--- src/cpu_pkg.sv ---
`default_nettype none

package cpu_pkg;

    // --------------------------------------------------
    // Datapath widths
    // --------------------------------------------------
    typedef logic [15:0] data_t;
    typedef logic [7:0]  addr_t;
    typedef logic [2:0]  reg_num_t;
    typedef logic [15:0] instr_t;

    localparam int NUM_REGS = 8;

    // --------------------------------------------------
    // Instruction fields
    // --------------------------------------------------
    localparam int OP_MSB  = 15;
    localparam int OP_LSB  = 13;
    // Branch condition sits in the rd field
    localparam int RD_MSB  = 10;
    localparam int RD_LSB  = 8;
    localparam int RN_MSB  = 7;
    localparam int RN_LSB  = 5;
    localparam int RM_MSB  = 4;
    localparam int RM_LSB  = 2;
    // Also the branch target
    localparam int IMM_MSB = 7;
    localparam int IMM_LSB = 0;

    // Codes 5 and 6 are unused and decode as NOP
    typedef enum logic [2:0] {
        OP_NOP  = 3'd0,
        OP_MOVI = 3'd1,
        OP_ADD  = 3'd2,
        OP_SUB  = 3'd3,
        OP_B    = 3'd4,
        OP_HALT = 3'd7
    } op_t;

    // Codes 5 to 7 are never taken
    typedef enum logic [2:0] {
        COND_AL = 3'd0,
        COND_EQ = 3'd1,
        COND_NE = 3'd2,
        COND_LT = 3'd3,
        COND_LE = 3'd4
    } cond_t;

endpackage

`default_nettype wire

--- src/branch_unit.sv ---
`default_nettype none

module branch_unit (
    input  wire                  clk,
    input  wire                  rst,
    input  wire cpu_pkg::op_t    op0,
    input  wire cpu_pkg::cond_t  cond0,
    input  wire cpu_pkg::addr_t  target0,
    input  wire cpu_pkg::addr_t  pc0,
    input  wire                  issue0,
    input  wire cpu_pkg::op_t    op1,
    input  wire cpu_pkg::cond_t  cond1,
    input  wire cpu_pkg::addr_t  target1,
    input  wire cpu_pkg::addr_t  pc1,
    input  wire                  issue1,
    input  wire                  n0,
    input  wire                  z0,
    input  wire                  v0,
    input  wire                  n1,
    input  wire                  z1,
    input  wire                  v1,
    input  wire                  flag_lane,
    output logic                 redirect,
    output cpu_pkg::addr_t       redirect_addr,
    output logic                 halted,
    output cpu_pkg::addr_t       halt_addr
);
    import cpu_pkg::*;

    logic fn;
    logic fz;
    logic fv;
    logic br0;
    logic br1;
    logic hlt0;
    logic hlt1;

    function automatic logic cond_holds(cond_t c, logic cn, logic cz, logic cv);
        case (c)
            COND_AL: return 1'b1;
            COND_EQ: return cz;
            COND_NE: return ~cz;
            COND_LT: return cn ^ cv;
            COND_LE: return cz | (cn ^ cv);
            default: return 1'b0;
        endcase
    endfunction

    // Flags of whichever lane set them last
    assign fn = flag_lane ? n1 : n0;
    assign fz = flag_lane ? z1 : z0;
    assign fv = flag_lane ? v1 : v0;

    assign br0  = issue0 && op0 == OP_B;
    assign br1  = issue1 && op1 == OP_B;
    assign hlt0 = issue0 && op0 == OP_HALT;
    assign hlt1 = issue1 && op1 == OP_HALT;

    // Oldest issuing branch decides
    assign redirect      = br0 ? cond_holds(cond0, fn, fz, fv)
                               : br1 && cond_holds(cond1, fn, fz, fv);
    assign redirect_addr = br0 ? target0 : target1;

    always_ff @(posedge clk) begin
        if (rst) begin
            halted <= 1'b0;
        end else if (hlt0 || hlt1) begin
            halted <= 1'b1;
        end
    end

    always_ff @(posedge clk) begin
        if (!halted && (hlt0 || hlt1)) begin
            halt_addr <= hlt0 ? pc0 : pc1;
        end
    end

    assert property (@(posedge clk) disable iff (rst) halted |=> halted)
        else $error("branch: halted dropped without reset");

endmodule

`default_nettype wire

--- src/cpu.sv ---
`default_nettype none

module cpu (
    input  wire                  clk,
    input  wire                  rst,
    input  wire cpu_pkg::instr_t p0_im_data,
    input  wire cpu_pkg::instr_t p1_im_data,
    output cpu_pkg::addr_t       p0_im_addr,
    output cpu_pkg::addr_t       p1_im_addr,
    output logic                 im_en,
    output logic                 halted,
    output cpu_pkg::addr_t       halt_addr,
    output logic                 wb0_en,
    output cpu_pkg::reg_num_t    wb0_num,
    output cpu_pkg::data_t       wb0_data,
    output logic                 wb1_en,
    output cpu_pkg::reg_num_t    wb1_num,
    output cpu_pkg::data_t       wb1_data
);
    import cpu_pkg::*;

    // --------------------------------------------------
    // Decode pair
    // --------------------------------------------------
    instr_t   lane0_ir, lane1_ir;
    addr_t    lane0_pc, lane1_pc;
    logic     lane0_valid, lane1_valid;
    op_t      op0, op1;
    reg_num_t rd0, rn0, rm0, rn1, rm1;
    logic     writes_rd0;
    cond_t    cond0, cond1;
    addr_t    target0, target1;
    data_t    rn0_reg, rm0_reg, rn1_reg, rm1_reg;
    data_t    rn0_val, rm0_val, rn1_val, rm1_val;

    // --------------------------------------------------
    // Execute and control
    // --------------------------------------------------
    logic     ex0_write, ex1_write;
    reg_num_t ex0_num, ex1_num;
    data_t    ex0_data, ex1_data;
    logic     sets_flags_ex0, sets_flags_ex1;
    logic     n0, z0, v0, n1, z1, v1;
    logic     issue0, issue1, redirect, flag_lane;
    addr_t    redirect_addr;

    fetch_unit u_fetch (
        .clk(clk), .rst(rst), .p0_im_data(p0_im_data), .p1_im_data(p1_im_data),
        .fetch_next(im_en), .issue0(issue0), .issue1(issue1),
        .redirect(redirect), .redirect_addr(redirect_addr),
        .p0_im_addr(p0_im_addr), .p1_im_addr(p1_im_addr),
        .lane0_ir(lane0_ir), .lane1_ir(lane1_ir), .lane0_pc(lane0_pc), .lane1_pc(lane1_pc),
        .lane0_valid(lane0_valid), .lane1_valid(lane1_valid)
    );

    exec_lane u_lane0 (
        .clk(clk), .rst(rst), .ir(lane0_ir), .valid(lane0_valid), .issue(issue0),
        .rn_val(rn0_val), .rm_val(rm0_val),
        .op(op0), .rd(rd0), .rn(rn0), .rm(rm0), .writes_rd(writes_rd0),
        .cond(cond0), .target(target0),
        .ex_write(ex0_write), .ex_num(ex0_num), .ex_result(ex0_data),
        .sets_flags_ex(sets_flags_ex0), .n(n0), .z(z0), .v(v0),
        .wb_en(wb0_en), .wb_num(wb0_num), .wb_data(wb0_data)
    );

    // Lane 1's rd only matters through its own writeback
    exec_lane u_lane1 (
        .clk(clk), .rst(rst), .ir(lane1_ir), .valid(lane1_valid), .issue(issue1),
        .rn_val(rn1_val), .rm_val(rm1_val),
        .op(op1), .rd(), .rn(rn1), .rm(rm1), .writes_rd(),
        .cond(cond1), .target(target1),
        .ex_write(ex1_write), .ex_num(ex1_num), .ex_result(ex1_data),
        .sets_flags_ex(sets_flags_ex1), .n(n1), .z(z1), .v(v1),
        .wb_en(wb1_en), .wb_num(wb1_num), .wb_data(wb1_data)
    );

    regfile u_regfile (
        .clk(clk), .rst(rst),
        .rnum0(rn0), .rnum1(rm0), .rnum2(rn1), .rnum3(rm1),
        .we0(wb0_en), .wnum0(wb0_num), .wdata0(wb0_data),
        .we1(wb1_en), .wnum1(wb1_num), .wdata1(wb1_data),
        .rval0(rn0_reg), .rval1(rm0_reg), .rval2(rn1_reg), .rval3(rm1_reg)
    );

    // Bypass ports match the ex and wb wire names
    operand_forward u_fwd_rn0 (.*, .num(rn0), .reg_val(rn0_reg), .val(rn0_val));
    operand_forward u_fwd_rm0 (.*, .num(rm0), .reg_val(rm0_reg), .val(rm0_val));
    operand_forward u_fwd_rn1 (.*, .num(rn1), .reg_val(rn1_reg), .val(rn1_val));
    operand_forward u_fwd_rm1 (.*, .num(rm1), .reg_val(rm1_reg), .val(rm1_val));

    hazard_unit u_hazard (
        .clk(clk), .lane0_valid(lane0_valid), .lane1_valid(lane1_valid),
        .op0(op0), .op1(op1), .rd0(rd0), .writes_rd0(writes_rd0), .rn1(rn1), .rm1(rm1),
        .sets_flags_ex0(sets_flags_ex0), .sets_flags_ex1(sets_flags_ex1),
        .redirect(redirect), .halted(halted),
        .issue0(issue0), .issue1(issue1), .fetch_next(im_en)
    );

    branch_unit u_branch (
        .clk(clk), .rst(rst),
        .op0(op0), .cond0(cond0), .target0(target0), .pc0(lane0_pc), .issue0(issue0),
        .op1(op1), .cond1(cond1), .target1(target1), .pc1(lane1_pc), .issue1(issue1),
        .n0(n0), .z0(z0), .v0(v0), .n1(n1), .z1(z1), .v1(v1), .flag_lane(flag_lane),
        .redirect(redirect), .redirect_addr(redirect_addr),
        .halted(halted), .halt_addr(halt_addr)
    );

    flag_select u_flag_select (
        .clk(clk), .rst(rst), .set0(sets_flags_ex0), .set1(sets_flags_ex1),
        .flag_lane(flag_lane)
    );

endmodule

`default_nettype wire

--- src/exec_lane.sv ---
`default_nettype none

module exec_lane (
    input  wire                    clk,
    input  wire                    rst,
    input  wire cpu_pkg::instr_t   ir,
    input  wire                    valid,
    input  wire                    issue,
    input  wire cpu_pkg::data_t    rn_val,
    input  wire cpu_pkg::data_t    rm_val,
    output cpu_pkg::op_t           op,
    output cpu_pkg::reg_num_t      rd,
    output cpu_pkg::reg_num_t      rn,
    output cpu_pkg::reg_num_t      rm,
    output logic                   writes_rd,
    output cpu_pkg::cond_t         cond,
    output cpu_pkg::addr_t         target,
    output logic                   ex_write,
    output cpu_pkg::reg_num_t      ex_num,
    output cpu_pkg::data_t         ex_result,
    output logic                   sets_flags_ex,
    output logic                   n,
    output logic                   z,
    output logic                   v,
    output logic                   wb_en,
    output cpu_pkg::reg_num_t      wb_num,
    output cpu_pkg::data_t         wb_data
);
    import cpu_pkg::*;

    op_t   ex_op;
    data_t ex_a;
    data_t ex_b;
    data_t b_eff;
    data_t imm_sext;

    // --------------------------------------------------
    // Decode
    // --------------------------------------------------
    always_comb begin
        op = OP_NOP;
        if (valid) begin
            case (ir[OP_MSB:OP_LSB])
                OP_MOVI, OP_ADD, OP_SUB, OP_B, OP_HALT: op = op_t'(ir[OP_MSB:OP_LSB]);
                default: op = OP_NOP;
            endcase
        end
    end

    assign rd        = ir[RD_MSB:RD_LSB];
    assign rn        = ir[RN_MSB:RN_LSB];
    assign rm        = ir[RM_MSB:RM_LSB];
    assign cond      = cond_t'(ir[RD_MSB:RD_LSB]);
    assign target    = ir[IMM_MSB:IMM_LSB];
    assign imm_sext  = {{8{ir[IMM_MSB]}}, ir[IMM_MSB:IMM_LSB]};
    assign writes_rd = (op == OP_MOVI) || (op == OP_ADD) || (op == OP_SUB);

    // --------------------------------------------------
    // Execute
    // --------------------------------------------------
    // Only register-writing work enters execute
    always_ff @(posedge clk) begin
        if (rst) begin
            ex_op <= OP_NOP;
        end else begin
            ex_op <= (issue && writes_rd) ? op : OP_NOP;
        end
    end

    always_ff @(posedge clk) begin
        ex_num <= rd;
        ex_a   <= (op == OP_MOVI) ? imm_sext : rn_val;
        ex_b   <= rm_val;
    end

    assign sets_flags_ex = (ex_op == OP_ADD) || (ex_op == OP_SUB);
    assign ex_write      = sets_flags_ex || (ex_op == OP_MOVI);

    // SUB as a + ~b + 1
    assign b_eff     = (ex_op == OP_SUB) ? ~ex_b : ex_b;
    assign ex_result = (ex_op == OP_MOVI) ? ex_a : ex_a + b_eff + {15'd0, ex_op == OP_SUB};

    always_ff @(posedge clk) begin
        if (rst) begin
            n <= 1'b0;
            z <= 1'b0;
            v <= 1'b0;
        end else if (sets_flags_ex) begin
            n <= ex_result[15];
            z <= (ex_result == '0);
            // Signed overflow
            v <= (ex_a[15] == b_eff[15]) && (ex_result[15] != ex_a[15]);
        end
    end

    // --------------------------------------------------
    // Writeback
    // --------------------------------------------------
    always_ff @(posedge clk) begin
        if (rst) begin
            wb_en <= 1'b0;
        end else begin
            wb_en <= ex_write;
        end
    end

    always_ff @(posedge clk) begin
        wb_num  <= ex_num;
        wb_data <= ex_result;
    end

endmodule

`default_nettype wire

--- src/fetch_unit.sv ---
`default_nettype none

module fetch_unit (
    input  wire                  clk,
    input  wire                  rst,
    input  wire cpu_pkg::instr_t p0_im_data,
    input  wire cpu_pkg::instr_t p1_im_data,
    input  wire                  fetch_next,
    input  wire                  issue0,
    input  wire                  issue1,
    input  wire                  redirect,
    input  wire cpu_pkg::addr_t  redirect_addr,
    output cpu_pkg::addr_t       p0_im_addr,
    output cpu_pkg::addr_t       p1_im_addr,
    output cpu_pkg::instr_t      lane0_ir,
    output cpu_pkg::instr_t      lane1_ir,
    output cpu_pkg::addr_t       lane0_pc,
    output cpu_pkg::addr_t       lane1_pc,
    output logic                 lane0_valid,
    output logic                 lane1_valid
);
    import cpu_pkg::*;

    // pc keeps an odd redirect target until the pair arrives
    addr_t pc;
    addr_t pair_pc;

    assign p0_im_addr = {pc[7:1], 1'b0};
    assign p1_im_addr = {pc[7:1], 1'b1};
    assign lane0_pc   = pair_pc;
    assign lane1_pc   = {pair_pc[7:1], 1'b1};

    always_ff @(posedge clk) begin
        if (rst) begin
            pc          <= '0;
            lane0_valid <= 1'b0;
            lane1_valid <= 1'b0;
        end else if (redirect) begin
            pc          <= redirect_addr;
            lane0_valid <= 1'b0;
            lane1_valid <= 1'b0;
        end else if (fetch_next) begin
            pc          <= p0_im_addr + 8'd2;
            // Skip the even word in front of an odd target
            lane0_valid <= ~pc[0];
            lane1_valid <= 1'b1;
        end else begin
            if (issue0) lane0_valid <= 1'b0;
            if (issue1) lane1_valid <= 1'b0;
        end
    end

    always_ff @(posedge clk) begin
        if (fetch_next) begin
            lane0_ir <= p0_im_data;
            lane1_ir <= p1_im_data;
            pair_pc  <= p0_im_addr;
        end
    end

    assert property (@(posedge clk) disable iff (rst) p0_im_addr[0] == 1'b0)
        else $error("fetch: odd pair address %0h", p0_im_addr);

endmodule

`default_nettype wire

--- src/flag_select.sv ---
`default_nettype none

module flag_select (
    input  wire  clk,
    input  wire  rst,
    input  wire  set0,
    input  wire  set1,
    output logic flag_lane
);

    // Lane 1 is younger and wins when both set flags
    always_ff @(posedge clk) begin
        if (rst) begin
            flag_lane <= 1'b0;
        end else if (set1) begin
            flag_lane <= 1'b1;
        end else if (set0) begin
            flag_lane <= 1'b0;
        end
    end

endmodule

`default_nettype wire

--- src/hazard_unit.sv ---
`default_nettype none

module hazard_unit (
    input  wire                    clk,
    input  wire                    lane0_valid,
    input  wire                    lane1_valid,
    input  wire cpu_pkg::op_t      op0,
    input  wire cpu_pkg::op_t      op1,
    input  wire cpu_pkg::reg_num_t rd0,
    input  wire                    writes_rd0,
    input  wire cpu_pkg::reg_num_t rn1,
    input  wire cpu_pkg::reg_num_t rm1,
    input  wire                    sets_flags_ex0,
    input  wire                    sets_flags_ex1,
    input  wire                    redirect,
    input  wire                    halted,
    output logic                   issue0,
    output logic                   issue1,
    output logic                   fetch_next
);
    import cpu_pkg::*;

    logic flags_busy;
    logic alu0;
    logic lane0_done;
    logic raw1;
    logic hold1;
    logic kill1;
    logic halt_now;

    assign flags_busy = sets_flags_ex0 || sets_flags_ex1;
    assign alu0       = (op0 == OP_ADD) || (op0 == OP_SUB);

    // Branch waits for flags still in execute
    assign issue0     = lane0_valid && !halted && !(op0 == OP_B && flags_busy);
    assign lane0_done = !lane0_valid || issue0;

    // Lane 1 reading lane 0's result
    assign raw1 = lane0_valid && writes_rd0 && ((op1 == OP_ADD) || (op1 == OP_SUB))
                  && (rn1 == rd0 || rm1 == rd0);

    // A lane 0 branch goes alone, a taken one flushes lane 1 with the pair
    assign hold1 = raw1
                   || (op1 == OP_B && (flags_busy || (lane0_valid && alu0)))
                   || (lane0_valid && op0 == OP_B);
    assign kill1 = issue0 && op0 == OP_HALT;

    assign issue1   = lane1_valid && !halted && lane0_done && !hold1 && !kill1;
    assign halt_now = (issue0 && op0 == OP_HALT) || (issue1 && op1 == OP_HALT);

    assign fetch_next = !halted && !redirect && !halt_now && lane0_done
                        && (!lane1_valid || issue1 || kill1);

    // In-order issue across the pair
    assert property (@(posedge clk) issue1 |-> (!lane0_valid || issue0))
        else $error("hazard: lane 1 issued past a held lane 0");

endmodule

`default_nettype wire

--- src/operand_forward.sv ---
`default_nettype none

module operand_forward (
    input  wire cpu_pkg::reg_num_t num,
    input  wire cpu_pkg::data_t    reg_val,
    input  wire                    ex1_write,
    input  wire cpu_pkg::reg_num_t ex1_num,
    input  wire cpu_pkg::data_t    ex1_data,
    input  wire                    ex0_write,
    input  wire cpu_pkg::reg_num_t ex0_num,
    input  wire cpu_pkg::data_t    ex0_data,
    input  wire                    wb1_en,
    input  wire cpu_pkg::reg_num_t wb1_num,
    input  wire cpu_pkg::data_t    wb1_data,
    input  wire                    wb0_en,
    input  wire cpu_pkg::reg_num_t wb0_num,
    input  wire cpu_pkg::data_t    wb0_data,
    output cpu_pkg::data_t         val
);
    import cpu_pkg::*;

    // Youngest producer first
    always_comb begin
        if (ex1_write && ex1_num == num) val = ex1_data;
        else if (ex0_write && ex0_num == num) val = ex0_data;
        else if (wb1_en && wb1_num == num) val = wb1_data;
        else if (wb0_en && wb0_num == num) val = wb0_data;
        else val = reg_val;
    end

endmodule

`default_nettype wire

--- src/regfile.sv ---
`default_nettype none

module regfile (
    input  wire                    clk,
    input  wire                    rst,
    input  wire cpu_pkg::reg_num_t rnum0,
    input  wire cpu_pkg::reg_num_t rnum1,
    input  wire cpu_pkg::reg_num_t rnum2,
    input  wire cpu_pkg::reg_num_t rnum3,
    input  wire                    we0,
    input  wire cpu_pkg::reg_num_t wnum0,
    input  wire cpu_pkg::data_t    wdata0,
    input  wire                    we1,
    input  wire cpu_pkg::reg_num_t wnum1,
    input  wire cpu_pkg::data_t    wdata1,
    output cpu_pkg::data_t         rval0,
    output cpu_pkg::data_t         rval1,
    output cpu_pkg::data_t         rval2,
    output cpu_pkg::data_t         rval3
);
    import cpu_pkg::*;

    data_t regs [NUM_REGS];

    assign rval0 = regs[rnum0];
    assign rval1 = regs[rnum1];
    assign rval2 = regs[rnum2];
    assign rval3 = regs[rnum3];

    // Lane 1 is younger, so its write lands last
    always_ff @(posedge clk) begin
        if (rst) begin
            for (int i = 0; i < NUM_REGS; i++) begin
                regs[i] <= '0;
            end
        end else begin
            if (we0) regs[wnum0] <= wdata0;
            if (we1) regs[wnum1] <= wdata1;
        end
    end

endmodule

`default_nettype wire

--- config.mk ---
export PLATFORM = sky130hd
export DESIGN_NAME = cpu
export DESIGN_NICKNAME = d
export VERILOG_FILES = /design/src/cpu_pkg.sv /design/src/branch_unit.sv /design/src/cpu.sv /design/src/exec_lane.sv /design/src/fetch_unit.sv /design/src/flag_select.sv /design/src/hazard_unit.sv /design/src/operand_forward.sv /design/src/regfile.sv
export SDC_FILE = /design/constraint.sdc
export NUM_CORES = 1
export LEC_CHECK = 0
export BUFFER_PORTS_ARGS = -buffer_cell sky130_fd_sc_hd__buf_2
export CORE_UTILIZATION = 55
export CTS_CLUSTER_SIZE = 40
export DETAILED_ROUTE_END_ITERATION = 8
export GPL_ROUTABILITY_DRIVEN = 1
export PLACE_DENSITY = 0.79
export SETUP_SLACK_MARGIN = 0.02
export SLEW_MARGIN = 5
export SYNTH_ARGS = -nofsm -noshare
export SYNTH_HDL_FRONTEND = slang
export SYNTH_HIERARCHICAL = 1
export SYNTH_SLANG_ARGS = --single-unit
export TNS_END_PERCENT = 100
--- constraint.sdc ---
create_clock -name clk -period 7.6 [get_ports clk]
set_input_delay 0.38 -clock clk [delete_from_list [all_inputs] [get_ports clk]]
set_output_delay 0.38 -clock clk [all_outputs]
set_load 0.005 [all_outputs]
==> metrics.txt, run 1 <==
max-cap viol count 0; port buffer count 93; area of the core region 41020 µm²; largest net degree at the start of global routing 74; Hold WC Path Type primary input to register; worst hold path startpoint p1_im_data[13]; count of nets left with antenna violations after detail routing 0; starting utilization of the core area 55.92%; clock network latency to the later pin of the worst-skew pair 0.58 ns; Arr. time, crit path 4.90 ns; end-of-flow core utilization 59.99%; endpoint class of the critical path primary output; total global-route track usage 33.79%; clock input transition at the sequential cells of the worst setup and hold paths 0.06 ns; Layout Nets 2128; DRC violations left 16; number of hold-slack violations in the final timing report 0; Yosys warnings 6; critical path class register to primary output; violated checks DRC; number of gates given a new drive strength after cts 0; status finished, violations left; Vias/cell 7.104; post-placement worst setup slack 2.725 ns; final RePlAce weighted congestion 0.9529; crit-path most repeated cell sky130_fd_sc_hd__nand2_1; Hold Worst Slack 0.01106 ns; delay-heaviest family, CP simple AND/OR/NAND/NOR gates; total iterations of the first detailed-routing run 8; final cell area excluding filler cells 24600 µm²; horizontal die dimension 206.2 µm; clock tree from TritonCTS built; Mapped Area 22940 µm²; post-layout instance count excluding filler cells 2617; Static Leak 10.03 nW; deepest level of the CTS H-tree 2; WP data required 7.22 ns; top-level I/O count 100; cells after synthesis 2076; number of rows created at floorplan 74; detailed placer's ending HPWL 46720 µm; setup repair after global routing missed its margin false; power per unit of standard cell area 244.1 nW/µm²; aggregate negative setup slack 0 ns; vias after detailed routing 18590; source of the worst register-to-register timing path u_fetch/lane0_valid; fin crit period 5.279 ns; Clock Root Buffer sky130_fd_sc_hd__clkbuf_16; number of global-route vias before repair 17940; clk_skew 0.03796 ns; overall power after layout 6.005 mW; area post-placement 23070 µm²; die span in y 206.2 µm; clock buffer count from CTS 36; startpoint types register; post-CTS setup-driven buffer insertion count 0; post-route setup slack 2.321 ns; slowest cell on the critical path sky130_fd_sc_hd__a21oi_1; pin slew with the least headroom to its limit 1.439 ns; synthesis-to-layout area growth 7.271%; number of antenna violations at the first check in global routing 1; Iter 0 DRT Violations 2788; mean instance size in the synthesized netlist 11.05 µm²; WL per Instance 27.50 µm; ordered cell list for the critical path nand2_1, a21oi_1, nor4b_1, nor3b_1, nand2_1, nor3_4, inv_1, nand4_1, o22ai_1, buf_4, nor2_1, nand2_1, a221oi_4, buf_4, buf_2; worst setup path start u_fetch/lane0_valid; Peak supply drop 0.2199 mV; largest incremental delay on the critical path 0.56 ns; Setup-failing EPs final 0; clk buf depth 3; gr ovfl total 0; area enclosed by the die boundary 42520 µm²; Period Utilization, post-route 69.47%; worst path bufs/invs 4; routed wire length 71960 µm; wire length of the first global-routing pass 108000 µm; placed instance count 2524; ratio of cells with drive above 1 in the final layout 32.39%; Max Slew Vio Count 0; CP max FO 39; maximum operating frequency 189.4 MHz; total number of clock tree sinks 305; worst slew slack as a fraction of its limit 3.778%
[worst reg2reg max path: cells and delay by family (launching register included)]
kind / cells / cell delay (ns)
buffers and inverters: 3 / 0.85
and+or+nand+nor: 9 / 1.92
DFF: 1 / 0.54
AOI/OAI and AO/OA: 5 / 1.50
[power breakdown]
group	switching, mW	internal (mW)
clock network	0.728	1.16
logic	1.02	0.671
registers	0.475	1.95
total	2.23	3.78
[worst paths after layout]
path,end,slack (ns),cells after the start
setup / recovery,im_en,2.32,15
hold / removal,u_fetch/lane1_ir[13],0.01,1
setup reg to reg,u_fetch/pc[7],2.68,17
hold reg to reg,u_lane1/ex_num[1],0.42,0
[placed cells by master (no fill, tap or decap), drive strengths merged, types with 33 or more instances in the layout]
cell type / count
xnor2: 86
mux4: 128
xor2: 33
a21oi: 48
inv: 91
dfxtp: 134
o211ai: 73
clkbuf: 47
o221ai: 66
nor2: 81
buf: 133
mux2: 211
nand2: 220
and3: 170
a221oi: 68
edfxtp: 171
ha: 35
[registers in the layout, summed over array words and instances (netlist names), 7 cells and up]
| name | count |
|---|---|
| u_branch/halt_addr | 8 |
| u_fetch/lane0_ir | 14 |
| u_fetch/lane0_pc | 7 |
| u_fetch/lane1_ir | 14 |
| u_fetch/pc | 8 |
| u_lane0/ex_a | 16 |
| u_lane0/ex_b | 16 |
| u_lane0/wb_data | 16 |
| u_lane1/ex_a | 16 |
| u_lane1/ex_b | 16 |
| u_lane1/wb_data | 16 |
| u_regfile/regs | 128 |
[cell type report]
cell class,instances,area [µm²]
timing repair buffer,160,1036
fill,3185,16410
clock inverter,18,272.8
inverter,88,330.3
sequential,305,7818
clock buffer,47,993.5
tap,532,665.6
multi-input combinational,1466,13490
antenna,1,2.502
[routing by layer]
metal	track usage (%)	up-vias	wire length, µm
met1	42.51	9024	25820
li1	-	7856	-
met3	8.530	340	8971
met4	16.20	0	3693
met2	54.27	1371	33480
met5	0	-	0
[what timing repair did]
action	4_1_cts	5_1_grt
hold buffers	25	2
hold endpoints to repair	25	2
endpoints found under the setup margin	0	0
No activity file was read; power rests on OpenSTA's default activity.
==> run 2: changes to the inputs <==
- clock period: 7.6 -> 5.2 ns (I/O delays scaled with it)
==> run 2 against run 1 <==
The flow still finishes with violations (DRC). Routed wire length increased by 0.72%. Clock skew decreased by 0.016 ns. Sequential share of layout area about the same. Global-route usage increased by 0.28 points. Cell count increased by 0.34%. Die area unchanged. Power increased by 43%. Register-to-register slack got worse by 1.9 ns. Largest power group unchanged.
==> metrics.txt, run 2 (synthesis results as in run 1) <==
Static Leak 10.04 nW; clk buf depth 3; total of fill cells in the finished design 3203; ratio of cells with drive above 1 in the final layout 32.86%; clock network latency to the later pin of the worst-skew pair 0.57 ns; final RePlAce weighted congestion 1.009; violated checks DRC; Diodes inserted 0; WP data required 4.94 ns; Clock Root Buffer sky130_fd_sc_hd__clkbuf_16; wire length of the first global-routing pass 109100 µm; startpoint types register; power per unit of standard cell area 349.1 nW/µm²; routed wire length 72480 µm; max-cap viol count 0; detailed placer's ending HPWL 48250 µm; number of global-route vias before repair 18330; post-CTS setup-driven buffer insertion count 0; clk_skew 0.02209 ns; register containing the most flip-flops in the final layout u_regfile/regs; Max Slew Vio Count 0; clock tree from TritonCTS built; total global-route track usage 34.07%; Hold WC Path Type primary input to register; starting utilization of the core area 55.92%; Period Utilization, post-route 91.15%; placed instance count 2536; Layout Nets 2140; commonest non-fill, non-tap cell in the layout sky130_fd_sc_hd__nand2_1; area of the core region 41020 µm²; Iter 0 DRT Violations 2611; post-layout instance count excluding filler cells 2626; pin slew with the least headroom to its limit 1.254 ns; die span in y 206.2 µm; fin crit period 4.740 ns; number of rows created at floorplan 74; number of antenna violations at the first check in global routing 1; count of nets left with antenna violations after detail routing 0; aggregate negative setup slack 0 ns; vias after detailed routing 18640; Setup-failing EPs final 0; Arr. time, crit path 4.48 ns; CP max FO 41; total number of clock tree sinks 305; worst slew slack as a fraction of its limit 16.42%; largest net degree at the start of global routing 74; synthesis-to-layout area growth 7.195%; footprint of the multi-input gates 13490 µm²; setup repair after global routing missed its margin false; # hold bufs at CTS 28; gr ovfl total 0; number of flip-flops in the largest register 128; number of hold-slack violations in the final timing report 0; status finished, violations left; maximum operating frequency 211.0 MHz; critical path class register to primary output; top-level I/O count 100; most frequent cells in the layout 219 x sky130_fd_sc_hd__nand2_1, 200 x sky130_fd_sc_hd__mux2_2, 171 x sky130_fd_sc_hd__edfxtp_1; WL per Instance 27.60 µm; Peak supply drop 0.2787 mV; Seq. cell area 7818 µm²; clock buffer count from CTS 35; deepest level of the CTS H-tree 2; horizontal die dimension 206.2 µm; port buffer count 93; number of gates given a new drive strength after cts 0; clock input transition at the sequential cells of the worst setup and hold paths 0.07 ns; endpoint class of the critical path primary output; Vias/cell 7.099; total iterations of the first detailed-routing run 8; DRC violations left 7; overall power after layout 8.584 mW; area enclosed by the die boundary 42520 µm²
==> run 2: changes by cell type in the layout (fill, tap and decap cells not counted), sizes merged <==
| cell | delta |
|---|---|
| diode | -1 |
| buf | +12 |
| clkinv | +5 |
| clkinvlp | +1 |
| bufinv | -3 |
| clkbuf | -6 |
| dlygate4sd3 | +1 |
==> run 2: final cells by class <==
class,instances,area share [%]
clock buffers,41,3.776
clock inverters,21,0.9109
inverters,88,1.343
multi-input cells,1466,54.85
flip-flops and latches,305,31.79
well taps,532,2.707
repair buffers,173,4.621
==> run 2: worst paths after layout <==
path                            slack, ns  depth (start not counted)           startpoint                  end
worst max-delay path                 0.46                         16  u_fetch/lane0_valid                im_en
worst min-delay path                 0.40                          2        p0_im_data[6]  u_fetch/lane0_ir[6]
worst max register to register       0.74                         16     u_lane1/ex_op[2]     u_lane1/ex_a[15]
worst min register to register       0.45                          0  u_fetch/lane1_ir[9]    u_lane1/ex_num[1]
==> run 2: stage by stage <==
stage	hold slack (ns)	setup WS (ns)	instance area, µm²	util, %
6_report	0.4023	0.4602	24590	59.94
5_1_grt	0.4046	0.06267	24590	59.94
4_1_cts	0.3892	0.5083	24590	59.94
3_5_place_dp	0.4177	0.8443	23150	56.45
3_3_place_gp	0.4140	0.9549	23150	56.45
2_1_floorplan	0.3224	0.3323	22940	-
==> run 2: per-layer routing <==
metal	vias to the layer above	GRT usage (%)	part of all wire (%)
met4	2	15.60	4.6
met2	1430	54.93	47
met3	289	8.735	12
li1	7872	-	-
met5	-	0	0.018
met1	9050	42.90	37
==> run 2: worst max-delay path, cell delays in order (launching register included) <==
cell and delay [ns]:
sky130_fd_sc_hd__dfxtp_1 0.54, sky130_fd_sc_hd__nand2_1 0.15, sky130_fd_sc_hd__a21oi_1 0.17, sky130_fd_sc_hd__buf_4 0.19, sky130_fd_sc_hd__nor4b_1 0.08, sky130_fd_sc_hd__nor3b_1 0.44, sky130_fd_sc_hd__nand2_1 0.17, sky130_fd_sc_hd__nor3_4 0.40
sky130_fd_sc_hd__inv_1 0.13, sky130_fd_sc_hd__nand4_1 0.13, sky130_fd_sc_hd__o22ai_1 0.08, sky130_fd_sc_hd__buf_4 0.21, sky130_fd_sc_hd__nor2_1 0.10, sky130_fd_sc_hd__nand2_1 0.08, sky130_fd_sc_hd__a221oi_4 0.29, sky130_fd_sc_hd__buf_4 0.53
sky130_fd_sc_hd__buf_2 0.21
==> run 2: power breakdown <==
part	switching, mW	internal [mW]	total (mW)
sequential	0.704	2.85	3.55
clock	1.07	1.48	2.56
combinational	1.49	0.985	2.48
total	3.27	5.31	8.58
